<file path="config.mk">
export PLATFORM = sky130hd
export DESIGN_NAME = conv_layer_ctrl
export DESIGN_NICKNAME = d
export VERILOG_FILES = /design/src/design/conv_arith_pkg.sv /design/src/design/conv_ctrl_pkg.sv /design/src/design/conv_layer_ctrl.sv
export SDC_FILE = /design/constraint.sdc
export NUM_CORES = 1
export LEC_CHECK = 0
export BUFFER_PORTS_ARGS = -buffer_cell sky130_fd_sc_hd__buf_4
export CAP_MARGIN = 15
export CORE_MARGIN = 2
export CORE_UTILIZATION = 44
export CTS_CLUSTER_DIAMETER = 100
export DETAILED_ROUTE_END_ITERATION = 10
export PLACE_DENSITY = 0.84
export SETUP_SLACK_MARGIN = 0.15
export SYNTH_ARGS = -nofsm -noshare
export SYNTH_HDL_FRONTEND = slang
export SYNTH_SLANG_ARGS = --single-unit
</file>
<file path="constraint.sdc">
create_clock -name clk -period 3.1 [get_ports clk]
set_input_delay 0.62 -clock clk [delete_from_list [all_inputs] [get_ports clk]]
set_output_delay 0.62 -clock clk [all_outputs]
set_load 0.02 [all_outputs]
</file>
<file path="src/design/conv_arith_pkg.sv">
`default_nettype none

package conv_arith_pkg;

	// one input pixel and one kernel weight, both signed
	typedef logic signed [7:0] pixel_t;
	typedef logic signed [7:0] weight_t;

	// wide enough for K*K*channels products plus the bias
	typedef logic signed [23:0] acc_t;

	// activation after relu, unsigned
	typedef logic [7:0] out_t;

	// clamp to the 8 bit activation range
	function automatic out_t relu_sat(input acc_t value);
		if (value < 0)
		begin
			return '0;
		end
		else if (value > 255)
		begin
			return 8'hff;
		end
		else
		begin
			return out_t'(value[7:0]);
		end
	endfunction

endpackage

`default_nettype wire

</file>
<file path="src/design/conv_ctrl_pkg.sv">
`default_nettype none

package conv_ctrl_pkg;

	// configuration beat opcodes
	typedef enum logic [1:0] {
		op_nop,
		op_wr_weight,
		op_wr_bias
	} cfg_op_t;

	typedef enum logic [1:0] {
		st_idle,
		st_run,
		st_drain
	} ctrl_state_t;

endpackage

`default_nettype wire

</file>
<file path="src/design/conv_layer_ctrl.sv">
`timescale 1ns/1ps
`default_nettype none

module conv_layer_ctrl #(
	parameter int IFM_SIZE = 5,
	parameter int KERNEL_SIZE = 3,
	parameter int NUM_FILTERS = 4,
	parameter int NUM_UNITS = 3,
	localparam int KK = KERNEL_SIZE * KERNEL_SIZE,
	localparam int WADDR_W = (NUM_FILTERS * KK > 1) ? $clog2(NUM_FILTERS * KK) : 1,
	localparam int FILT_W = (NUM_FILTERS > 1) ? $clog2(NUM_FILTERS) : 1,
	localparam int UNIT_W = (NUM_UNITS > 1) ? $clog2(NUM_UNITS) : 1
) (
	input logic clk,
	input logic rst,
	input logic cfg_valid,
	input conv_ctrl_pkg::cfg_op_t cfg_op,
	input logic [UNIT_W-1:0] cfg_unit,
	input logic [WADDR_W-1:0] cfg_addr,
	input conv_arith_pkg::acc_t cfg_data,
	input logic start,
	input logic in_valid,
	input logic advance,
	input logic out_valid,
	output logic cfg_ready,
	output logic in_ready,
	output logic busy,
	output logic shift_en,
	output logic [NUM_UNITS-1:0] unit_wr_en,
	output logic [WADDR_W-1:0] wr_addr,
	output conv_arith_pkg::weight_t wr_data,
	output logic bias_wr_en,
	output logic [FILT_W-1:0] filter_sel,
	output logic sum_valid,
	output logic [FILT_W-1:0] sum_filter
);

	import conv_arith_pkg::*;
	import conv_ctrl_pkg::*;

	localparam int TREE_LEVELS = $clog2(NUM_UNITS);
	localparam int TAG_LEN = 1 + TREE_LEVELS;
	localparam int POS_W = (IFM_SIZE > 1) ? $clog2(IFM_SIZE) : 1;

	ctrl_state_t state;
	logic [POS_W-1:0] col_cnt;
	logic [POS_W-1:0] row_cnt;
	logic [FILT_W-1:0] filt_cnt;
	logic cfg_fire;
	logic last_pixel;
	logic last_filter;
	logic win_valid;
	logic [TAG_LEN-1:0] tag_v;
	logic [FILT_W-1:0] tag_f [TAG_LEN];

	assign cfg_ready = (state == st_idle);
	assign busy = (state != st_idle);
	assign cfg_fire = cfg_valid && cfg_ready;

	assign unit_wr_en = (cfg_fire && cfg_op == op_wr_weight) ? NUM_UNITS'(1) << cfg_unit : '0;
	assign bias_wr_en = cfg_fire && cfg_op == op_wr_bias;
	assign wr_addr = cfg_addr;
	assign wr_data = weight_t'(cfg_data[7:0]);

	assign in_ready = (state == st_run) && advance;
	assign shift_en = in_valid && in_ready;
	assign filter_sel = filt_cnt;

	assign last_pixel = (col_cnt == POS_W'(IFM_SIZE - 1)) && (row_cnt == POS_W'(IFM_SIZE - 1));
	assign last_filter = (filt_cnt == FILT_W'(NUM_FILTERS - 1));

	// window is complete once K-1 rows and columns are behind this pixel
	assign win_valid = shift_en && row_cnt >= POS_W'(KERNEL_SIZE - 1)
		&& col_cnt >= POS_W'(KERNEL_SIZE - 1);

	always_ff @(posedge clk)
	begin
		if (rst)
		begin
			state <= st_idle;
		end
		else
		begin
			case (state)
				st_idle:
					if (start)
						state <= st_run;
				st_run:
					if (shift_en && last_pixel && last_filter)
						state <= st_drain;
				st_drain:
					if (tag_v == '0 && !out_valid)
						state <= st_idle;
				default:
					state <= st_idle;
			endcase
		end
	end

	// raster position and filter of the next pixel to arrive
	always_ff @(posedge clk)
	begin
		if (rst)
		begin
			col_cnt <= '0;
			row_cnt <= '0;
			filt_cnt <= '0;
		end
		else if (shift_en)
		begin
			if (col_cnt == POS_W'(IFM_SIZE - 1))
			begin
				col_cnt <= '0;
				if (row_cnt == POS_W'(IFM_SIZE - 1))
				begin
					row_cnt <= '0;
					filt_cnt <= last_filter ? '0 : filt_cnt + 1'b1;
				end
				else
				begin
					row_cnt <= row_cnt + 1'b1;
				end
			end
			else
			begin
				col_cnt <= col_cnt + 1'b1;
			end
		end
	end

	// tag follows the unit register and then each tree level
	always_ff @(posedge clk)
	begin
		if (rst)
		begin
			tag_v <= '0;
		end
		else if (advance)
		begin
			tag_v[0] <= win_valid;
			for (int i = 1; i < TAG_LEN; i++)
			begin
				tag_v[i] <= tag_v[i-1];
			end
		end
	end

	always_ff @(posedge clk)
	begin
		if (advance)
		begin
			tag_f[0] <= filt_cnt;
			for (int i = 1; i < TAG_LEN; i++)
			begin
				tag_f[i] <= tag_f[i-1];
			end
		end
	end

	assign sum_valid = tag_v[TAG_LEN-1];
	assign sum_filter = tag_f[TAG_LEN-1];

	a_in_ready_run: assert property (@(posedge clk) disable iff (rst) in_ready |-> state == st_run)
		else $error("in_ready high outside run state");

	a_wr_onehot: assert property (@(posedge clk) disable iff (rst) $onehot0(unit_wr_en))
		else $error("more than one unit weight write enable");

endmodule

`default_nettype wire

</file>
# After elaboration in Yosys (flattened, before gate mapping)
# Memory sizes are Yosys's and may differ from the RTL's.
# Cells that the tools add are included.
[classes] shifts=1 eq_ne=10 n_addsub=3 mux=10 n_lt_le_gt_ge=2 n_reduce_logical=18
[op_table] op="$logic_and A1 B1 Y1" count=11
[op_table] op="$mux W3" count=3
[op_table] op="$mux W2" count=4
[op_table] op="$add A3 B1 Y3 const B" count=2
[op_table] op="$eq A2 B2 Y1 const B" count=3
[op_table] op="$eq A3 B3 Y1 const B" count=2
[op_table] op="$ge A3 B2 Y1 const B" count=2
[op_table] op="$pmux W2 S3" count=1
[op_table] op="$reduce_and A3 Y1" count=2
[op_table] op="$eq A2 B1 Y1 const B" count=2
[op_table] op="$ne A2 B2 Y1 const B" count=2
[op_table] op="$logic_not A3 Y1" count=1
[op_table] op="$shl A1 B2 Y3 const A" count=1
[op_table] op="$add A2 B1 Y2 const B" count=1
[op_table] op="$logic_not A2 Y1" count=1
[op_table] op="$mux W1" count=2
[op_table] op="$ne A2 B1 Y1 const B" count=1
[op_table] op="$reduce_and A2 Y1" count=1
[op_table] op="$reduce_bool A2 Y1" count=1
[op_table] op="$logic_not A1 Y1" count=1
[word_totals] out_inout_bits=27 mem_bits_rw=6 input_bits=41 memories=1 ff_bits=13 wordCells=50
[memory_table] name="tag_f" depth=3 word_bits=2 rd=3 rd_ports_with_merged_regs=0 write_ports=3 line="conv_layer_ctrl.sv:54" text="logic [FILT_W-1:0] tag_f [TAG_LEN];"

# Depth between registers and ports, before layout
[depth] depth_word=7 ltp_mapped=5 depth_no_buf=5

# Worst setup path before layout
# OpenSTA, ideal clock, no wires.
[synth_path] path_type="reg2out" startpoint="reg state[0]" endpoint="out unit_wr_en[1]" path_slack_ns=0.978 path_stages_with_launch=4 path_buffers=0 t_arrival_ns=1.502 required_time_ns=2.480 cell_sequence="dfxtp_1 nor2_1 nand4b_1 nor3b_1"
[synth_via] elab_chain_cells=4
[synth_lines] item="from (decl)" line="conv_layer_ctrl.sv:45" text="ctrl_state_t state;"
[synth_lines] item="from (signal assigned)" line="conv_layer_ctrl.sv:80" text="state <= st_idle;"
[synth_lines] item="from (signal assigned)" line="conv_layer_ctrl.sv:87" text="state <= st_run;"
[synth_lines] item="from (signal assigned)" line="conv_layer_ctrl.sv:90" text="state <= st_drain;"
[synth_lines] item="$logic_not A2 Y1" line="conv_layer_ctrl.sv:56" text="assign cfg_ready = (state == st_idle);"
[synth_lines] item="via cfg_ready" line="conv_layer_ctrl.sv:25" text="output logic cfg_ready,"
[synth_lines] item="$logic_and A1 B1 Y1" line="conv_layer_ctrl.sv:58" text="assign cfg_fire = cfg_valid && cfg_ready;"
[synth_lines] item="$logic_and A1 B1 Y1" line="conv_layer_ctrl.sv:60" text="assign unit_wr_en = (cfg_fire && cfg_op == op_wr_weight) ? NUM_UNITS'(1) << cfg_unit : '0;"
[synth_lines] item="$mux W3" line="conv_layer_ctrl.sv:60"
[synth_lines] item="to (decl)" line="conv_layer_ctrl.sv:29" text="output logic [NUM_UNITS-1:0] unit_wr_en,"
# The timed path passes the listed nets, and every way through them passes these cells.

# Worst setup path in the final report
[layout_path] startpoint="reg state[0]" endpoint="out unit_wr_en[2]"
[layout_via] elab_chain_cells=4
[layout_lines] item="$logic_not A2 Y1" line="conv_layer_ctrl.sv:56"
[layout_lines] item="$logic_and A1 B1 Y1" line="conv_layer_ctrl.sv:58"
[layout_lines] item="$logic_and A1 B1 Y1" line="conv_layer_ctrl.sv:60"
[layout_lines] item="$mux W3" line="conv_layer_ctrl.sv:60"
# Every way passes these cells.

==> impl_metrics.json <==
{
  "status": "completed",
  "tightest_slew_ps": 321,
  "fp-row-count": 17,
  "die_y_um": 52.0,
  "root_buffer": "clkbuf_4",
  "grt_pass1_vias": 689,
  "die-width_um": 52.0,
  "slowest_delay_ps": 380,
  "hold_viol_final": 0,
  "worstPathRequired_ps": 2480,
  "syn_inst": 101,
  "syn_area_per_cell_um2": 10.0,
  "fin_hold_ws_ps": 430,
  "async_flop_share_pct": 0,
  "path_clk_slew_ps": 110,
  "fin_nets": 159,
  "ys_seq_area_share_pct": 43.5,
  "tns_ps": 0,
  "detail-route-antenna-nets": 0,
  "first_iter_violations": 14,
  "place_area_mm2": 0.00109,
  "portBuffers": 23,
  "fin_area_mm2": 0.00111,
  "post_cts_buffers": 0,
  "hold_path.class": "flip-flop to flip-flop",
  "leakage_nw": 0.467,
  "slowest_stage": "dfxtp_1",
  "crit_family": "simple AND/OR/NAND/NOR gates",
  "diodes": 0,
  "arrival_ps": 1500,
  "start_util_pct": 46.2,
  "drv_cap": 0,
  "fin_crit_ps": 2120,
  "area_growth_pct": 10.1,
  "postRouteWirelength_mm": 1.88,
  "coreArea_mm2": 0.00219,
  "ios": 68,
  "power.density_mw_per_mm2": 395,
  "antenna_found_initial": 0,
  "min_period_over_period_pct": 68.4,
  "critical_path_buf_inv_count": 1,
  "drc": 0,
  "wl_per_cell_um": 13.6,
  "vias": 734,
  "grt_pass1_wl_mm": 3.07,
  "crit_path_start_kind": "flip-flop",
  "crit_chain": "nor2_1 > nand4b_1 > nor3b_1 > buf_4",
  "drive_gt1_share_pct": 27.3,
  "worstSetupPathType": "flip-flop to output pin",
  "clock_skew_ps": 5.25,
  "cts_tree": "yes",
  "rsz0062_at_grt": "false",
  "clk_latency_ps": 310,
  "layout_commonest_cell": "buf_4",
  "maxSlewHeadroom_pct": 78.1,
  "cts_resized": 0,
  "synth.net_count": 149,
  "ys_warn_count": 0,
  "synth_edf_count": 6,
  "hold_buffers": 0,
  "die_area_mm2": 0.00270,
  "h-tree-depth": 1,
  "firstDrtPassIters": 4,
  "endpoint_kind": "output pin",
  "synth-seq-cells": 19,
  "ir_worst_vdd_mv": 0.299,
  "cts_num_sinks": 19,
  "track_usage_pct": 15.7,
  "dp_hpwl_mm": 1.39,
  "finalSetupViolCount": 0,
  "overflow": 0,
  "fillers": 206,
  "max_freq_mhz": 472,
  "synthFlopType": "dfxtp_1",
  "synthDistinctLibCells": 30,
  "grt_max_degree": 13,
  "cts_buffer_depth": 2,
  "place_congestion": 0.780,
  "numCtsBuffers": 3,
  "report.final.slew_viol_count": 0,
  "vias_per_cell": 5.32,
  "final_cell_mix": "buf_4, dfxtp_1, nor2_1",
  "synth_area_mm2": 0.00101,
  "cp_max_fo": 5,
  "final_util_pct": 50.9
}
logic make-up after synthesis:
family          after synthesis  synth area share [%]
compound gates               17                  11.0
xor+xnor                      1                 0.865
fa+ha+maj                     7                  8.65
buf+inv                      25                  15.7
flops                        19                  43.5
mux                           3                  2.97
simple gates                 29                  17.3
layout make-up:
| class | count | area [um2] | share of cell area (%) |
|---|---|---|---|
| Sequential cell | 19 | 440 | 39.5 |
| Timing Repair Buffer | 23 | 173 | 15.5 |
| Clock buffer | 3 | 22.5 | 2.02 |
| Multi-Input combinational cell | 57 | 413 | 37.0 |
| Clock inverter | 1 | 5.00 | 0.449 |
| Tap cell | 28 | 35.0 | 3.14 |
| Inverter | 7 | 26.3 | 2.36 |
sequential cells by signal, summed over array words and instances (netlist names):
name,flops
col_cnt,3
filter_sel,2
tag_f,6
tag_v,3
state,2
row_cnt,3
path summary, 6_finish.rpt:
check,start,endpoint,slack (ps),cells past startpoint
worst max-delay path,state[0],unit_wr_en[2],980,4
worst min-delay path,tag_f[0][0],tag_f[0][2],430,0
worst max register to register,row_cnt[0],state[0],1640,5
worst min register to register,tag_f[0][0],tag_f[0][2],430,0
cell usage after synthesis (all sizes together), types with 2 or more instances:
cell    instances  area, um2
buf            18        133
dfxtp          13        260
nor2            8       30.0
ha              7       87.6
inv             7       26.3
a21oi           6       30.0
edfxtp          6        180
nand2           6       22.5
o21ai           5       25.0
mux2i           3       30.0
nor3b           3       22.5
nand4           2       12.5
nand4b          2       32.5
nor3            2       10.0
metal layers:
layer	track usage [%]	vias up	share of wire [%]
met3	3.45	11	5.3
met4	9.21	0	3.2
li1	-	361	-
met2	25.1	23	48
met1	19.1	339	43
met5	0	-	0
metrics by stage:
stage,std cells,power (W),worst slack (ps)
floorplan,101,0.000319,978
finish,138,0.000440,981
global route,138,0.000454,741
detailed placement,134,0.000314,1130
global placement,134,0.000312,1170
CTS,138,0.000442,975
power breakdown:
group | switching [W] | internal (W)
clock | 0.0000837 | 0.0000483
sequential | 0.00000294 | 0.000261
combinational | 0.0000241 | 0.0000200
Note: power is estimated with default switching activity, not from simulation.
