--- src/design/conv_arith_pkg.sv ---
`default_nettype none

package conv_arith_pkg;

	// one input pixel and one kernel weight, both signed
	typedef logic signed [7:0] pixel_t;
	typedef logic signed [7:0] weight_t;

	// wide enough for K*K*channels products plus the bias
	typedef logic signed [23:0] acc_t;

	// activation after relu, unsigned
	typedef logic [7:0] out_t;

	// clamp to the 8 bit activation range
	function automatic out_t relu_sat(input acc_t value);
		if (value < 0)
		begin
			return '0;
		end
		else if (value > 255)
		begin
			return 8'hff;
		end
		else
		begin
			return out_t'(value[7:0]);
		end
	endfunction

endpackage

`default_nettype wire

--- src/design/channel_sum_tree.sv ---
`timescale 1ns/1ps
`default_nettype none

module channel_sum_tree #(
	parameter int NUM_UNITS = 3
) (
	input logic clk,
	input logic advance,
	input conv_arith_pkg::acc_t unit_sums [NUM_UNITS],
	output conv_arith_pkg::acc_t tree_sum
);

	import conv_arith_pkg::*;

	localparam int TREE_LEVELS = $clog2(NUM_UNITS);

	if (TREE_LEVELS == 0)
	begin : g_single
		assign tree_sum = unit_sums[0];
	end
	else
	begin : g_tree
		acc_t lvl_in [TREE_LEVELS][NUM_UNITS];
		acc_t lvl_q [TREE_LEVELS][NUM_UNITS];

		for (genvar l = 0; l < TREE_LEVELS; l++)
		begin : g_lvl
			localparam int N_IN = (NUM_UNITS + (1 << l) - 1) >> l;
			localparam int N_OUT = (N_IN + 1) / 2;

			for (genvar i = 0; i < N_IN; i++)
			begin : g_src
				if (l == 0)
				begin : g_first
					assign lvl_in[l][i] = unit_sums[i];
				end
				else
				begin : g_prev
					assign lvl_in[l][i] = lvl_q[l-1][i];
				end
			end

			for (genvar i = 0; i < N_OUT; i++)
			begin : g_node
				if (2 * i + 1 < N_IN)
				begin : g_add
					always_ff @(posedge clk)
					begin
						if (advance)
						begin
							lvl_q[l][i] <= lvl_in[l][2*i] + lvl_in[l][2*i+1];
						end
					end
				end
				else
				begin : g_pass
					// odd one out keeps pace with its neighbours
					always_ff @(posedge clk)
					begin
						if (advance)
						begin
							lvl_q[l][i] <= lvl_in[l][2*i];
						end
					end
				end
			end
		end

		assign tree_sum = lvl_q[TREE_LEVELS-1][0];
	end

endmodule

`default_nettype wire

--- config.mk ---
export PLATFORM = sky130hd
export DESIGN_NAME = channel_sum_tree
export DESIGN_NICKNAME = d
export VERILOG_FILES = /design/src/design/conv_arith_pkg.sv /design/src/design/channel_sum_tree.sv
export SDC_FILE = /design/constraint.sdc
export NUM_CORES = 1
export LEC_CHECK = 0
export BUFFER_PORTS_ARGS = -buffer_cell sky130_fd_sc_hd__buf_2
export CAP_MARGIN = 20
export CORE_MARGIN = 5
export CORE_UTILIZATION = 40
export CTS_CLUSTER_SIZE = 40
export DETAILED_ROUTE_END_ITERATION = 16
export PLACE_DENSITY = 0.69
export SLEW_MARGIN = 20
export SYNTH_ARGS = -nofsm -noshare
export SYNTH_HDL_FRONTEND = slang
export SYNTH_SLANG_ARGS = --single-unit
export TNS_END_PERCENT = 10
--- constraint.sdc ---
create_clock -name clk -period 3.1 [get_ports clk]
set_clock_uncertainty 0.05 [all_clocks]
set_input_delay 0.465 -clock clk [delete_from_list [all_inputs] [get_ports clk]]
set_output_delay 0.465 -clock clk [all_outputs]
set_load 0.005 [all_outputs]
Word level (Yosys, flattened, before mapping)
Memory sizes are Yosys's and may differ from the RTL's.
Cells that the tools add are included.

word-level totals
  flip-flop bits (word level) = 0
  memory bits (writable) = 96
  input port bits = 74
  output and inout bits = 24
  logic and storage cells = 5
  memories = 1

memory list
  memory        depth  bits a word  read ports  clocked after memory_dff  wr ports  line                    text
  g_tree.lvl_q  2      48           2           0                         2         channel_sum_tree.sv:24  acc_t lvl_q [TREE_LEVELS][NUM_UNITS];

operators by class
  $add $sub $neg = 2
  mux-type cells = 2

operator list
  cell               count
  24-bit adder       2
  1-bit two-way mux  2

Depth between registers and ports, before layout
Gate-level depths: netlist of run 1.

  depth in word-level cells = 2
  depth in mapped cells = 8
  mapped depth without buffers = 8

Worst setup path before layout of run 1
Ideal clock, no wire load.

  path type = in2reg
  start point = in unit_sums[24] (netlist name)
  end point = mem g_tree.lvl_q[0][42] (netlist name), data pin
  data arrival time = 2.163 ns
  required time = 2.788 ns
  slack = 0.625 ns
  cell stages on the path = 8
  cell sequence = ha_1 > fa_1 > a21o_1 > a221oi_2 > o21a_4 > o21ba_4 > o21ai_1 > xor2_1

RTL lines
  element          line                    text
  start, declared  channel_sum_tree.sv:9   input conv_arith_pkg::acc_t unit_sums [NUM_UNITS],
  end, declared    channel_sum_tree.sv:24

==> flow_summary.toml, run 1 <==
[worst_setup_path]
cp.required_ns = 3.12
worstReg2RegStart = "g_tree.lvl_q[0][0]"
critPathSlowestCell = "fa_1"
r2r_cells = 8
cpLargestDelayFamily = "compound AO/OA/AOI/OAI gates"
crit_start = "g_tree.lvl_q[0][0]"
crit_buf_inv = 0
crit_cells = 8
crit_path_end = "g_tree.lvl_q[0][88]"
cp_max_fo = 4
reg2reg_to = "g_tree.lvl_q[0][88]"
critPathCaptureType = "flip-flop"
path_class = "reg -> reg"
startpoint_type = "flip-flop"
critPathMaxStageDelay_ns = 0.42
r2r_slack_ns = 0.56
critPathArrivalTime_ns = 2.57
crit_chain = "ha_1 > fa_1 > a21o_1 > a221oi_2 > o2111ai_1 > nand4_1 > o21bai_1 > xor2_1"

[final_layout]
fillCellCount = 1030
instances_no_fill = 660
diodes = 0
reg_top3 = "g_tree.lvl_q x72"
area_delta_synth_final_pct = 20.7
final_area_um2 = 5720
regMostFlops = "g_tree.lvl_q"
largest_reg_flops = 72
drive_gt1_frac = 0.271
final_nets = 634

[drt]
drtIter0Drc = 182
routed_wl_mm = 9.98
via_count = 3487
vias_per_cell = 5.28
drtPass1Iterations = 4
wl_per_cell_um = 15.1
drcViolationCount = 0
ant_nets = 0

[synth]
ys_types = 63
synth.area.top_cells = "edfxtp_1 46%, ha_1 12%, xnor2_1 4.8%"
yosysTopAreaCell = "edfxtp_1"
synth-edff-count = 72
ys_seq_area_frac = 0.456
synth_area_um2 = 4740
syn_area_per_cell_um2 = 11.5
yosysWarningCount = 0
ys_ff_latch = 72
ys.flop_type = "edfxtp_1"
synth_nets = 533
synth_top_area_frac = 0.456
synth_cells = 411
postSynth.asyncResetShare = 0
synth.most_common_cell = "edfxtp_1"
synthTopCellsByCount = "72 x edfxtp_1, 46 x ha_1, 36 x a21oi_1"

[placement]
dpl_cell_area_um2 = 5380
portBuffers = 97
dp_hpwl_mm = 8.16
gp_congestion = 0.835
dp.cells = 644
pre_cts_slack_ns = 0.360

[grt]
grt_usage = 0.147
grt_pass1_wl_mm = 16.8
antenna_found_initial = 0
grt_pass1_vias = 3584
grt_max_degree = 39
grt_overflow_total = 0

[power]
max-vdd-ir-drop_uv = 312
leakagePower_nw = 2.39
sw_frac_of_total = 0.282
intPower_mw = 2.59
p_sw_mw = 1.02
combPwrFrac = 0.306
clkPwrFrac = 0.318
power_density_nw_per_um2 = 630
seqPwrFrac = 0.376

[timing]
tightest_slew_ns = 0.779
slew_headroom = 0.480
fin_ws_ns = 0.557
min_period_ns = 2.54
finalHoldViolations = 0
maxClockFrequency_ghz = 0.393
rsz0062_at_grt = "no"
whs_ns = 0.255
final-setup-viol-count = 0
finalSetupTns_ns = 0
post-route-period-util = 0.820
drv_slew = 0

[floorplanning]
dieArea_um2 = 14100
coreArea_um2 = 11500
row_count = 39
ios = 98
dieHeight_um = 119
start_util = 0.412
die_w_um = 119

[clock_network]
clk_pin_slew_ns = 0.05
cts_root_buffer = "clkbuf_16"
post_cts_resized = 0
clk_latency_ns = 0.33
clock_sinks = 72
cts_max_path_buffers = 2
tritoncts = "done"
h-tree-depth = 3
cts_hold_buffers = 0
post-cts-setup-buffers = 0
cts-buffers-inserted = 9

[min_path]
min_path_type = "in -> reg"

[job]
cap_violations = 0

[run_status]
status = "finished, final reports clean"
[area by class of cell]
cell class | instances | area (µm²) | area share
sequential | 72 | 2160 | 0.378
clock buffer | 10 | 229 | 0.0400
inverter | 12 | 45.0 | 0.00788
tap | 143 | 179 | 0.0313
multi-input combinational | 319 | 2490 | 0.436
timing repair buffer | 98 | 505 | 0.0884
clock inverter | 6 | 108 | 0.0188
[cell usage in the layout (no fill, tap or decap), types with 4 or more instances in the layout]
cell / n
nand3_1: 11
a21oi_1: 36
ha_1: 46
o21bai_1: 6
nor3_1: 7
a21oi_2: 5
o21a_1: 9
o21ai_0: 16
a21o_1: 22
o21ai_1: 5
nand2b_1: 5
nor2_1: 18
o211ai_1: 4
buf_2: 97
xor2_1: 15
inv_1: 11
clkbuf_16: 9
nand2_1: 24
edfxtp_1: 72
nand4_1: 8
xnor2_1: 26
[cells by family after synthesis]
logic type	share of synthesized area
XOR/XNOR	0.0758
flip-flops	0.456
AND/OR/NAND/NOR	0.0961
buffers and inverters	0.0182
adder cells (fa/ha/maj)	0.130
AO/OA/AOI/OAI	0.221
multiplexers	0.00238
[worst min-delay path by stage]
stage / start / endpoint / cells past startpoint
CTS: unit_sums[23] / g_tree.lvl_q[0][23] / 1
finish: unit_sums[2] / g_tree.lvl_q[0][2] / 1
detailed placement: g_tree.lvl_q[0][24] / g_tree.lvl_q[0][72] / 1
global placement: g_tree.lvl_q[0][24] / g_tree.lvl_q[0][72] / 1
global route: unit_sums[23] / g_tree.lvl_q[0][23] / 1
floorplan: g_tree.lvl_q[0][24] / g_tree.lvl_q[0][72] / 1
[power groups by stage]
stage	registers, mW	clock network, mW	logic, mW
2_1_floorplan	1.38	0	0.770
3_3_place_gp	1.38	0	1.08
3_5_place_dp	1.38	0	1.10
4_1_cts	1.36	1.17	1.11
5_1_grt	1.37	1.21	1.24
6_report	1.36	1.15	1.10
[stage by stage]
step / power, mW / utilization
final: 3.61 / 0.497
after global routing: 3.82 / 0.497
after CTS: 3.64 / 0.497
after detailed placement: 2.48 / 0.467
after global placement: 2.46 / 0.467
after floorplan: 2.15 / -
[routing by layer]
| metal | wire [µm] | track usage | part of all wire | vias to the layer above |
|---|---|---|---|---|
| met5 | 0 | 0 | 0 | - |
| met4 | 221 | 0.0601 | 0.022 | 0 |
| li1 | - | - | - | 1796 |
| met3 | 470 | 0.0360 | 0.047 | 14 |
| met1 | 4520 | 0.183 | 0.45 | 1594 |
| met2 | 4770 | 0.246 | 0.48 | 83 |
Note: power is estimated with default switching activity, not from simulation.
==> inputs of run 2 (changes only) <==
Clock period 3.1 ns to 2.6 ns, I/O delays scaled along.
==> run 2 against run 1 <==
Compared with the run above: sequential power is 19% higher; first-iteration DRC count down 46%; non-clock buffer count is 5 higher; worst hold slack worse by 0.077 ns; clock-buffer cell count up 1; final cell count is 0.61% higher; maximum frequency rose by 5.3%; flip-flop and latch count unchanged; worst setup slack got worse by 0.37 ns; via count up 1.2%; global-route usage is 0.28 points lower; register-to-register slack worse by 0.37 ns; critical endpoint unchanged.
==> flow_summary.toml, run 2 (same netlist as run 1, synthesis figures left out) <==
[power]
power.total_mw = 4.20
max-vdd-ir-drop_uv = 360
seqPwrFrac = 0.386
clkPwrFrac = 0.296
p_sw_mw = 1.20
sw_frac_of_total = 0.285
combPwrFrac = 0.318
power_density_nw_per_um2 = 732
leakagePower_nw = 2.40
intPower_mw = 3.00

[timing]
finalHoldViolations = 0
fin_ws_ns = 0.185
maxClockFrequency_ghz = 0.414
tightest_slew_ns = 0.435
rsz0062_at_grt = "no"
post-route-period-util = 0.929
min_period_ns = 2.42
final-setup-viol-count = 0
finalSetupTns_ns = 0
slew_headroom = 0.707
drv_slew = 0

[placement]
dp.cells = 649
portBuffers = 97
dpl_cell_area_um2 = 5420
gp_congestion = 0.891
pre_cts_slack_ns = 0.0119
dp_hpwl_mm = 7.95

[worst_setup_path]
worstReg2RegStart = "g_tree.lvl_q[0][0]"
cp.required_ns = 2.62
startpoint_type = "flip-flop"
r2r_slack_ns = 0.18
critPathCaptureType = "flip-flop"
r2r_cells = 8
path_class = "reg -> reg"
reg2reg_to = "g_tree.lvl_q[0][88]"
cp_max_fo = 3
critPathArrivalTime_ns = 2.44

[clock_network]
clk_pin_slew_ns = 0.05
cts_root_buffer = "clkbuf_16"
cts-buffers-inserted = 9
tritoncts = "done"
clock_sinks = 72
h-tree-depth = 3
cts_max_path_buffers = 2
clk_latency_ns = 0.33

[floorplanning]
row_count = 39
dieArea_um2 = 14100
ios = 98
dieHeight_um = 119
coreArea_um2 = 11500
start_util = 0.412
die_w_um = 119

[final_layout]
largest_reg_flops = 72
instances_no_fill = 664
fillCellCount = 1047
layout_common_cells = "97 x buf_2, 72 x edfxtp_1, 46 x ha_1"
diodes = 0
final_nets = 639
final_area_um2 = 5730
regMostFlops = "g_tree.lvl_q"
reg_top3 = "g_tree.lvl_q x72"
layout_commonest_cell = "buf_2"
drive_gt1_frac = 0.276
area_delta_synth_final_pct = 21.0

[drt]
drcViolationCount = 0
drtIter0Drc = 98
via_count = 3528
wl_per_cell_um = 14.9
vias_per_cell = 5.31
drtPass1Iterations = 4
routed_wl_mm = 9.88
ant_nets = 0

[grt]
grt.busiest_layer = "met2"
grt_usage = 0.144
grt_pass1_vias = 3650
grt_overflow_total = 0
grt_max_degree = 73
grt_pass1_wl_mm = 16.7
antenna_found_initial = 0
grt.met1_usage = 0.173
use_met2 = 0.243
use_met3 = 0.0275

[min_path]
hold_start = "unit_sums[2]"
min_path_cells = 1
min_path_type = "in -> reg"
worstHoldEndpoint = "g_tree.lvl_q[0][2]"

[run_status]
status = "finished, final reports clean"

[job]
cap_violations = 0
==> run 2: final cells by class <==
class | instances | area [µm²] | area share
clock buffer | 11 | 233 | 0.0406
clock inverter | 4 | 70.1 | 0.0122
inverter | 12 | 45.0 | 0.00786
multi-input combinational | 319 | 2500 | 0.436
sequential | 72 | 2160 | 0.377
tap | 143 | 179 | 0.0312
timing repair buffer | 103 | 543 | 0.0947
==> run 2: worst max-delay path by stage <==
| stage | from | end | depth (start not counted) |
|---|---|---|---|
| finish | g_tree.lvl_q[0][0] | g_tree.lvl_q[0][88] | 8 |
| floorplan | unit_sums[24] | g_tree.lvl_q[0][42] | 8 |
| detailed placement | unit_sums[24] | g_tree.lvl_q[0][42] | 10 |
| global placement | unit_sums[24] | g_tree.lvl_q[0][42] | 10 |
| CTS | g_tree.lvl_q[0][24] | g_tree.lvl_q[0][88] | 8 |
| global route | g_tree.lvl_q[0][24] | g_tree.lvl_q[0][88] | 8 |
==> run 2: worst max-delay path, cell delays in order (launching register included) <==
cell and delay [ns]:
edfxtp_1 0.36, ha_1 0.23, fa_1 0.40, a21o_1 0.22, a221oi_4 0.29, o2111ai_1 0.17
nand4_1 0.19, o21bai_1 0.10, xor2_1 0.14
==> run 2: through the flow <==
step / hold WS [ns] / util
finish: 0.178 / 0.498
global route: 0.169 / 0.498
CTS: 0.166 / 0.497
detailed placement: 0.492 / 0.471
global placement: 0.468 / 0.471
floorplan: 0.439 / -
==> run 2: power groups by stage <==
stage	combinational, mW	clock (mW)	sequential (mW)
detailed placement	1.32	0	1.65
CTS	1.33	1.27	1.63
global route	1.49	1.31	1.64
global placement	1.30	0	1.64
floorplan	0.918	0	1.65
finish	1.34	1.24	1.62
==> run 2: metal layers <==
metal  part of all wire  vias to the layer above
li1                   -                     1804
met1               0.44                     1611
met2               0.48                       91
met3              0.044                       22
met4              0.030                        0
met5                  0                        -
==> run 2: timing repair <==
action                     CTS  global route
gates resized for setup      0             1
setup endpoints to repair    0             3
setup buffers                0             0
hold buffers                 0             0
