File: config.mk
export PLATFORM = sky130hd
export DESIGN_NAME = bias_relu_stage
export DESIGN_NICKNAME = d
export VERILOG_FILES = /design/src/design/conv_arith_pkg.sv /design/src/design/bias_relu_stage.sv
export SDC_FILE = /design/constraint.sdc
export NUM_CORES = 1
export LEC_CHECK = 0
export BUFFER_PORTS_ARGS = -buffer_cell sky130_fd_sc_hd__buf_2
export CORE_MARGIN = 5
export CORE_UTILIZATION = 45
export DETAILED_ROUTE_END_ITERATION = 10
export HOLD_SLACK_MARGIN = 0.03
export PLACE_DENSITY = 0.63
export SYNTH_ARGS = -nofsm -noshare
export SYNTH_HDL_FRONTEND = slang
export SYNTH_SLANG_ARGS = --single-unit
File: constraint.sdc
create_clock -name clk -period 6.4 [get_ports clk]
set_clock_uncertainty 0.05 [all_clocks]
set_input_delay 0.64 -clock clk [delete_from_list [all_inputs] [get_ports clk]]
set_output_delay 0.64 -clock clk [all_outputs]
set_load 0.01 [all_outputs]
File: src/design/conv_arith_pkg.sv
`default_nettype none

package conv_arith_pkg;

	// one input pixel and one kernel weight, both signed
	typedef logic signed [7:0] pixel_t;
	typedef logic signed [7:0] weight_t;

	// wide enough for K*K*channels products plus the bias
	typedef logic signed [23:0] acc_t;

	// activation after relu, unsigned
	typedef logic [7:0] out_t;

	// clamp to the 8 bit activation range
	function automatic out_t relu_sat(input acc_t value);
		if (value < 0)
		begin
			return '0;
		end
		else if (value > 255)
		begin
			return 8'hff;
		end
		else
		begin
			return out_t'(value[7:0]);
		end
	endfunction

endpackage

`default_nettype wire

File: src/design/bias_relu_stage.sv
`timescale 1ns/1ps
`default_nettype none

module bias_relu_stage #(
	parameter int NUM_FILTERS = 4,
	localparam int FILT_W = (NUM_FILTERS > 1) ? $clog2(NUM_FILTERS) : 1
) (
	input logic clk,
	input logic rst,
	input conv_arith_pkg::acc_t tree_sum,
	input logic sum_valid,
	input logic [FILT_W-1:0] sum_filter,
	input logic bias_wr_en,
	input logic [FILT_W-1:0] bias_addr,
	input conv_arith_pkg::acc_t bias_data,
	input logic out_ready,
	output logic advance,
	output logic out_valid,
	output conv_arith_pkg::out_t out_data
);

	import conv_arith_pkg::*;

	acc_t bias_mem [NUM_FILTERS];
	acc_t biased;

	always_ff @(posedge clk)
	begin
		if (bias_wr_en)
		begin
			bias_mem[bias_addr] <= bias_data;
		end
	end

	assign biased = tree_sum + bias_mem[sum_filter];

	// whole pipeline moves only when the output slot can take a beat
	assign advance = !out_valid || out_ready;

	always_ff @(posedge clk)
	begin
		if (rst)
		begin
			out_valid <= 1'b0;
		end
		else if (advance)
		begin
			out_valid <= sum_valid;
		end
	end

	always_ff @(posedge clk)
	begin
		if (advance)
		begin
			out_data <= relu_sat(biased);
		end
	end

	a_out_hold: assert property (@(posedge clk) disable iff (rst)
		out_valid && !out_ready |=> out_valid && $stable(out_data))
		else $error("output changed while stalled");

endmodule

`default_nettype wire

Yosys cells after proc, flatten, opt, wreduce, memory -nomap -nowiden
Memories as Yosys holds them, arrays and structs flattened. Index checks and enable logic that the tools add are counted.

Register bits after elaboration: 9. Memories kept: 1. Memory bits (writable): 96. Logic and storage cells: 11.

Order comparisons: 2. Muxes and demuxes: 3. Reductions and logical operators: 2. Add/sub/neg operators: 1.

Memories: bias_mem (words 4, width 24, rd ports 1, clocked after memory_dff 0, wr ports 1, line bias_relu_stage.sv:24) `acc_t bias_mem [NUM_FILTERS];`.

Operators with widths (count): 24-bit adder (1); 24-bit by 9-bit greater-than comparator with 1-bit output, second input constant (1); 24-bit by 1-bit less-than comparator with 1-bit output, second input constant (1); 8-bit two-way mux (1); 1-bit two-way mux (2); 1-bit zero test (1); 1-bit logical OR (1).

Logic depth before layout (Yosys ltp)
Gate-level depths: netlist of the first run. An unclocked memory read counts as a cell.

Depth after elaboration: 4. Mapped depth: 13. Gate-level depth less buffers: 12.

Worst setup path after synthesis of the first run
No wires, ideal clock.

Path type: input to register. Start point: input sum_filter[0]. End point: register out_data[2], data pin. Setup slack: 1.794 ns. Buffers on the path: 2. Arrival: 4.273 ns. Stages on the path: 12. Library setup time: 0.282 ns. Path through: clkbuf_1 -> buf_1 -> mux4_2 -> ha_1 -> a21oi_4 -> a21boi_2 -> a311o_1 -> or4_1 -> a21oi_1 -> nand4_1 -> nor4_4 -> a31oi_1.

Word-level cells in the longest chain between the ends: 4.

RTL lines: start: declaration (line bias_relu_stage.sv:12) `input logic [FILT_W-1:0] sum_filter,`; memory read 4 x 24 bit *; 24-bit adder * (line bias_relu_stage.sv:35) `assign biased = tree_sum + bias_mem[sum_filter];`; 24-bit by 9-bit greater-than comparator with 1-bit output (line conv_arith_pkg.sv:21) `else if (value > 255)`; 8-bit two-way mux (line conv_arith_pkg.sv:21); end signal: assignment (line bias_relu_stage.sv:56) `out_data <= relu_sat(biased);`; end: declaration (line bias_relu_stage.sv:19) `output conv_arith_pkg::out_t out_data`.

Mark *: on every way between the ends. The rest lies on a longest branch, timed or not. A chain may end at the register's enable or synchronous reset.

Worst setup path after layout of the first run
Same ends and word-level chain as after synthesis.

==> flow_summary.json, run 1 <==
{
  "setup_tns_ns": 0,
  "synth_edf_count": 104,
  "design.core.area_mm2": 0.0113,
  "worst_path_max_delay_cell": "mux4_2",
  "grt_pass1_wl_um": 16900,
  "synth_top_area_share": 0.607,
  "path_clk_slew_ns": 0.06,
  "critical-path-top-delay-family": "simple AND/OR/NAND/NOR gates",
  "syn_inst": 340,
  "maxCapViolations": 0,
  "wirelength_um": 10600,
  "synth-async-reset-ratio": 0,
  "final_area_mm2": 0.00595,
  "cts_resized": 0,
  "cts_hold_buf": 0,
  "grt_max_degree": 25,
  "cts_buffers": 9,
  "syn_area_per_cell_um2": 15.1,
  "synth_area_mm2": 0.00514,
  "drive_gt1_frac": 0.287,
  "cp-start-kind": "primary input",
  "min_path_type": "in -> reg",
  "clk_path_buf_depth": 2,
  "r2r_start": "bias_mem[2][0]$_DFFE_PP_",
  "required_ns": 6.40,
  "crit_start": "sum_filter[0]",
  "r2r_setup_slack_ns": 2.59,
  "r2r_end": "out_data[2]$_SDFFCE_PN0P_",
  "whs_path_depth": 2,
  "fin_crit_ns": 4.51,
  "path_buf_inv": 2,
  "die_area_mm2": 0.0137,
  "r2r_cells": 12,
  "max-slew-margin-rel": 0.546,
  "p_per_area_mw_per_mm2": 283,
  "ys_types": 55,
  "postCtsSetupRepairBufs": 0,
  "crit_path_cell_trace": "buf_2 > buf_4 > mux4_2 > ha_1 > a21oi_4 > a21boi_2 > a311o_1 > or4_1 > a21oi_1 > nand4_1 > nor4_4 > a31oi_1",
  "synth_nets": 421,
  "cts_tree": "done",
  "io_buffers": 66,
  "ys_ff_latch": 105,
  "wire_per_inst_um": 19.0,
  "tightest_slew_ns": 0.676,
  "worstSetupEndpoint": "out_data[2]$_SDFFCE_PN0P_",
  "ant_nets": 0,
  "power_mw": 1.68,
  "p_leak_nw": 2.18,
  "antenna_cells": 0,
  "end_kind": "flip-flop",
  "ys.warnings.count": 0,
  "rsz0062_at_grt": "no",
  "num_rows": 39,
  "grt_usage": 0.165,
  "die_w_um": 117,
  "num_vias": 3178,
  "first_global_vias": 3323,
  "timing.fmax_mhz": 222,
  "cts.sinks": 105,
  "ios": 67,
  "max_stage_delay_ns": 0.56,
  "routabilityCongestion": 0.910,
  "ir_drop_mv": 0.169,
  "syn_to_final_growth_pct": 15.7,
  "grt_overflow_total": 0,
  "drt_iter0_drc": 217,
  "clk_latency_ns": 0.34,
  "htreeDepth": 3,
  "critPathArrivalTime_ns": 4.50,
  "final_max_slew_viol_count": 0,
  "fp.dieH_um": 117,
  "antenna_found_initial": 0,
  "dp.final_hpwl_um": 7800,
  "outcome": "completed",
  "final_hold_viol_count": 0,
  "yosysTopAreaCell": "edfxtp_1",
  "placed_cell_area_mm2": 0.00565,
  "setup_viol": 0,
  "synth_area_leaders": "edfxtp_1 61%, mux4_2 11%, ha_1 5.6%",
  "drc": 0,
  "num-fill-cells": 982,
  "critPathKind": "in -> reg",
  "root_buffer": "clkbuf_16",
  "crit_cells": 12,
  "synth-main-ff-cell": "edfxtp_1",
  "firstDrtPassIters": 5,
  "initial_core_util": 0.454,
  "seq_area_frac_synth": 0.611,
  "cp_max_fo": 14,
  "viasPerCell": 5.70,
  "fin_crit_sh": 0.704,
  "final_nets": 491
}
[synthesized netlist by cell type, types with 2 or more instances]
| cell type | instances |
|---|---|
| o211ai_1 | 2 |
| nand2b_1 | 5 |
| nand2_1 | 20 |
| a211oi_1 | 5 |
| o21a_1 | 4 |
| o21bai_1 | 3 |
| a211o_1 | 2 |
| nand3_1 | 2 |
| mux4_2 | 24 |
| ha_1 | 23 |
| edfxtp_1 | 104 |
| nor2_1 | 15 |
| and2_1 | 2 |
| clkbuf_1 | 8 |
| nand4_1 | 6 |
| a31oi_1 | 11 |
| a21o_1 | 9 |
| or3_1 | 2 |
| buf_1 | 3 |
| xor2_1 | 8 |
| xnor2_1 | 4 |
| mux2i_1 | 2 |
| nor3_1 | 3 |
| a21oi_1 | 20 |
| inv_1 | 10 |
| o21ai_0 | 7 |
| and3_1 | 4 |
| o2111ai_1 | 3 |
| o21ai_1 | 3 |
[flip-flops by register name, indices dropped and copies added, names as in the netlist]
| register | flops |
|---|---|
| out_data | 8 |
| bias_mem | 96 |
| out_valid | 1 |
[metal layers]
metal | vias up | wire (um) | track usage
li1 | 1520 | - | -
met1 | 1532 | 4500 | 0.223
met2 | 116 | 5270 | 0.273
met3 | 10 | 672 | 0.0314
met4 | 0 | 136 | 0.0528
met5 | - | 0 | 0
[logic make-up (layout without fill, tap and decap cells)]
logic type / count (synthesis) / after routing / share of synthesized area
AO/OA/AOI/OAI: 84 / 84 / 0.113
multiplexers: 26 / 26 / 0.109
buffers and inverters: 22 / 97 / 0.0175
AND/OR/NAND/NOR: 67 / 67 / 0.0686
XOR/XNOR: 12 / 12 / 0.0204
adder cells (fa/ha/maj): 24 / 24 / 0.0599
flip-flops: 105 / 105 / 0.611
[worst min-delay path by stage]
stage	start	end
after global routing	rst	out_valid$_SDFFE_PP0P_
final	rst	out_valid$_SDFFE_PP0P_
after detailed placement	out_valid$_SDFFE_PP0P_	out_valid$_SDFFE_PP0P_
after global placement	out_valid$_SDFFE_PP0P_	out_valid$_SDFFE_PP0P_
after CTS	rst	out_valid$_SDFFE_PP0P_
after floorplan	rst	out_valid$_SDFFE_PP0P_
[area by class of cell]
class | instances | area, um2 | area share
sequential | 105 | 3140 | 0.529
timing repair buffer | 71 | 368 | 0.0619
inverter | 10 | 37.5 | 0.00631
tap | 143 | 179 | 0.0301
clock buffer | 14 | 264 | 0.0444
clock inverter | 2 | 37.5 | 0.00631
multi-input combinational | 213 | 1920 | 0.323
[power by group]
part / leakage, nW / switching (mW) / internal, mW
Sequential: 0.973 / 0.00933 / 0.811
Combinational: 1.06 / 0.189 / 0.137
Clock: 0.143 / 0.214 / 0.325
Total: 2.18 / 0.412 / 1.27
[layout by cell type, fill, tap and decap left out, types with 4 or more instances in the layout]
master / Yosys / final
nor2_1: 15 / 13
xnor2_1: 4 / 4
buf_2: 0 / 66
a21oi_1: 20 / 20
edfxtp_1: 104 / 104
o21a_1: 4 / 4
a211oi_1: 5 / 5
xor2_1: 8 / 8
clkbuf_16: 0 / 9
o21ai_0: 7 / 7
inv_1: 10 / 10
nand2b_1: 5 / 5
ha_1: 23 / 23
nand2_1: 20 / 20
nand4_1: 6 / 6
mux4_2: 24 / 24
a21o_1: 9 / 9
a31oi_1: 11 / 11
buf_4: 0 / 5
and3_1: 4 / 4
[metrics by stage]
| stage | hold WS (ns) | util | instances | setup WS (ns) |
|---|---|---|---|---|
| floorplan | 0.659 | - | 340 | 1.79 |
| global placement | 0.693 | 0.499 | 542 | 1.53 |
| detailed placement | 0.712 | 0.499 | 542 | 1.53 |
| CTS | 0.388 | 0.525 | 558 | 1.88 |
| global route | 0.381 | 0.525 | 558 | 1.58 |
| finish | 0.399 | 0.525 | 558 | 1.89 |
No activity file was read; power rests on OpenSTA's default activity.
==> run 2, diff against run 1 <==
--- a/config.mk
+++ b/config.mk
@@ -10,7 +10,7 @@
 export CORE_UTILIZATION = 45
 export DETAILED_ROUTE_END_ITERATION = 10
 export HOLD_SLACK_MARGIN = 0.03
-export PLACE_DENSITY = 0.63
+export PLACE_DENSITY = 0.65
 export SYNTH_ARGS = -nofsm -noshare
 export SYNTH_HDL_FRONTEND = slang
 export SYNTH_SLANG_ARGS = --single-unit
==> constraint.sdc (replaced) <==
create_clock -name clk -period 3.7 [get_ports clk]
set_clock_uncertainty 0.05 [all_clocks]
set_input_delay 0.37 -clock clk [delete_from_list [all_inputs] [get_ports clk]]
set_output_delay 0.37 -clock clk [all_outputs]
set_load 0.01 [all_outputs]
==> run 2 against run 1 <==
Effect of this change: global-route usage grew 0.22 points; largest power group unchanged; critical path depth is 1 higher; largest cell class unchanged; die area is the same; highest routed layer unchanged; count of clock-buffer cells in the layout shrank 5; sequential power grew 73%.
==> flow_summary.json, run 2 (synthesis gave the netlist of run 1 again) <==
{
  "fin_cells": 609,
  "final_area_mm2": 0.00644,
  "max-slew-margin-rel": 0.733,
  "cts_hold_buf": 0,
  "die_w_um": 117,
  "num_rows": 39,
  "required_ns": 3.74,
  "root_buffer": "clkbuf_16",
  "num_vias": 3327,
  "design.core.area_mm2": 0.0113,
  "placed_cell_area_mm2": 0.00606,
  "layout_common_cells": "104 x edfxtp_1, 65 x buf_2, 53 x buf_4",
  "maxCapViolations": 0,
  "grt_usage": 0.168,
  "antenna_found_initial": 0,
  "path_clk_slew_ns": 0.07,
  "grt_max_degree": 25,
  "fin_crit_ns": 3.53,
  "first_global_vias": 3380,
  "end_kind": "flip-flop",
  "io_buffers": 66,
  "htreeDepth": 3,
  "antenna_cells": 0,
  "syn_to_final_growth_pct": 25.3,
  "min_path_type": "in -> reg",
  "setup_viol": 0,
  "critPathArrivalTime_ns": 3.57,
  "drt_iter0_drc": 175,
  "cts_tree": "done",
  "hold_slack_ns": 0.127,
  "p_per_area_mw_per_mm2": 482,
  "fin_crit_sh": 0.955,
  "ir_drop_mv": 0.321,
  "drc": 0,
  "dp_slack_ns": -0.146,
  "initial_core_util": 0.454,
  "die_area_mm2": 0.0137,
  "dp.final_hpwl_um": 8060,
  "viasPerCell": 5.46,
  "grt_overflow_total": 0,
  "ios": 67,
  "cts.sinks": 105,
  "grt_pass1_wl_um": 17100,
  "ant_nets": 0,
  "cp-start-kind": "primary input",
  "cts_buffers": 9,
  "timing.fmax_mhz": 283,
  "dp.cells": 592,
  "wirelength_um": 10700,
  "drive_gt1_frac": 0.388,
  "worst_slack_ns": 0.167,
  "largest_reg_flops": 96,
  "routabilityCongestion": 0.871,
  "fp.dieH_um": 117,
  "final_hold_viol_count": 0,
  "outcome": "completed",
  "num-fill-cells": 921,
  "clk_path_buf_depth": 2,
  "largestRegisters": "bias_mem x96, out_data x8, out_valid x1",
  "final_max_slew_viol_count": 0,
  "final_nets": 542,
  "final_util": 0.569,
  "p_leak_nw": 2.46,
  "clk_latency_ns": 0.34,
  "critPathKind": "in -> reg",
  "wire_per_inst_um": 17.5,
  "cp_max_fo": 10,
  "final_common_cell": "edfxtp_1",
  "tightest_slew_ns": 0.401,
  "firstDrtPassIters": 4,
  "top_register": "bias_mem"
}
run 2: cell type report:
class | count | area (um2) | area share
well taps | 143 | 179 | 0.0278
clock inverters | 7 | 101 | 0.0157
repair buffers | 122 | 791 | 0.123
multi-input cells | 213 | 1970 | 0.305
clock buffers | 9 | 225 | 0.0350
inverters | 10 | 37.5 | 0.00583
flip-flops and latches | 105 | 3140 | 0.488
run 2: metal layers:
layer / share of wire / vias to the layer above / track usage
met5: 0 / - / 0
met4: 0.011 / 0 / 0.0543
met3: 0.050 / 8 / 0.0334
met2: 0.50 / 84 / 0.275
met1: 0.44 / 1614 / 0.226
li1: - / 1621 / -
run 2: worst max-delay path: stages:
cell and delay [ns]:
clkbuf_4 0.17, buf_12 0.15, mux4_2 0.55, ha_1 0.33, a21o_1 0.18, a221o_1 0.40
a211oi_2 0.24, o31a_1 0.18, and3_1 0.16, o221ai_1 0.17, nor4_4 0.36, buf_4 0.20
a31oi_1 0.09
run 2: repair_timing:
item                       in CTS  in global routing
setup buffers                   0                  1
resized for setup               0                 11
setup endpoints to repair       0                  8
run 2: final timing paths:
kind | from | end | slack [ns] | cells past startpoint
worst min-delay path | rst | out_valid$_SDFFE_PP0P_ | 0.13 | 2
worst min register to register | out_valid$_SDFFE_PP0P_ | out_valid$_SDFFE_PP0P_ | 0.72 | 2
worst max register to register | bias_mem[3][12]$_DFFE_PP_ | out_data[6]$_SDFFCE_PN0P_ | 0.20 | 11
worst max-delay path | sum_filter[0] | out_data[6]$_SDFFCE_PN0P_ | 0.17 | 13
run 2: per-stage QoR:
stage	TNS [ns]	power, mW
6_report	0	3.10
5_1_grt	-0.0109	3.26
4_1_cts	0	3.12
3_5_place_dp	-1.08	2.11
3_3_place_gp	-0.663	2.09
2_1_floorplan	0	1.84
run 2: report_power, final:
part           switching (mW)  internal [mW]  total, mW
combinational           0.351          0.327      0.678
clock                   0.409          0.599       1.01
sequential             0.0156           1.40       1.42
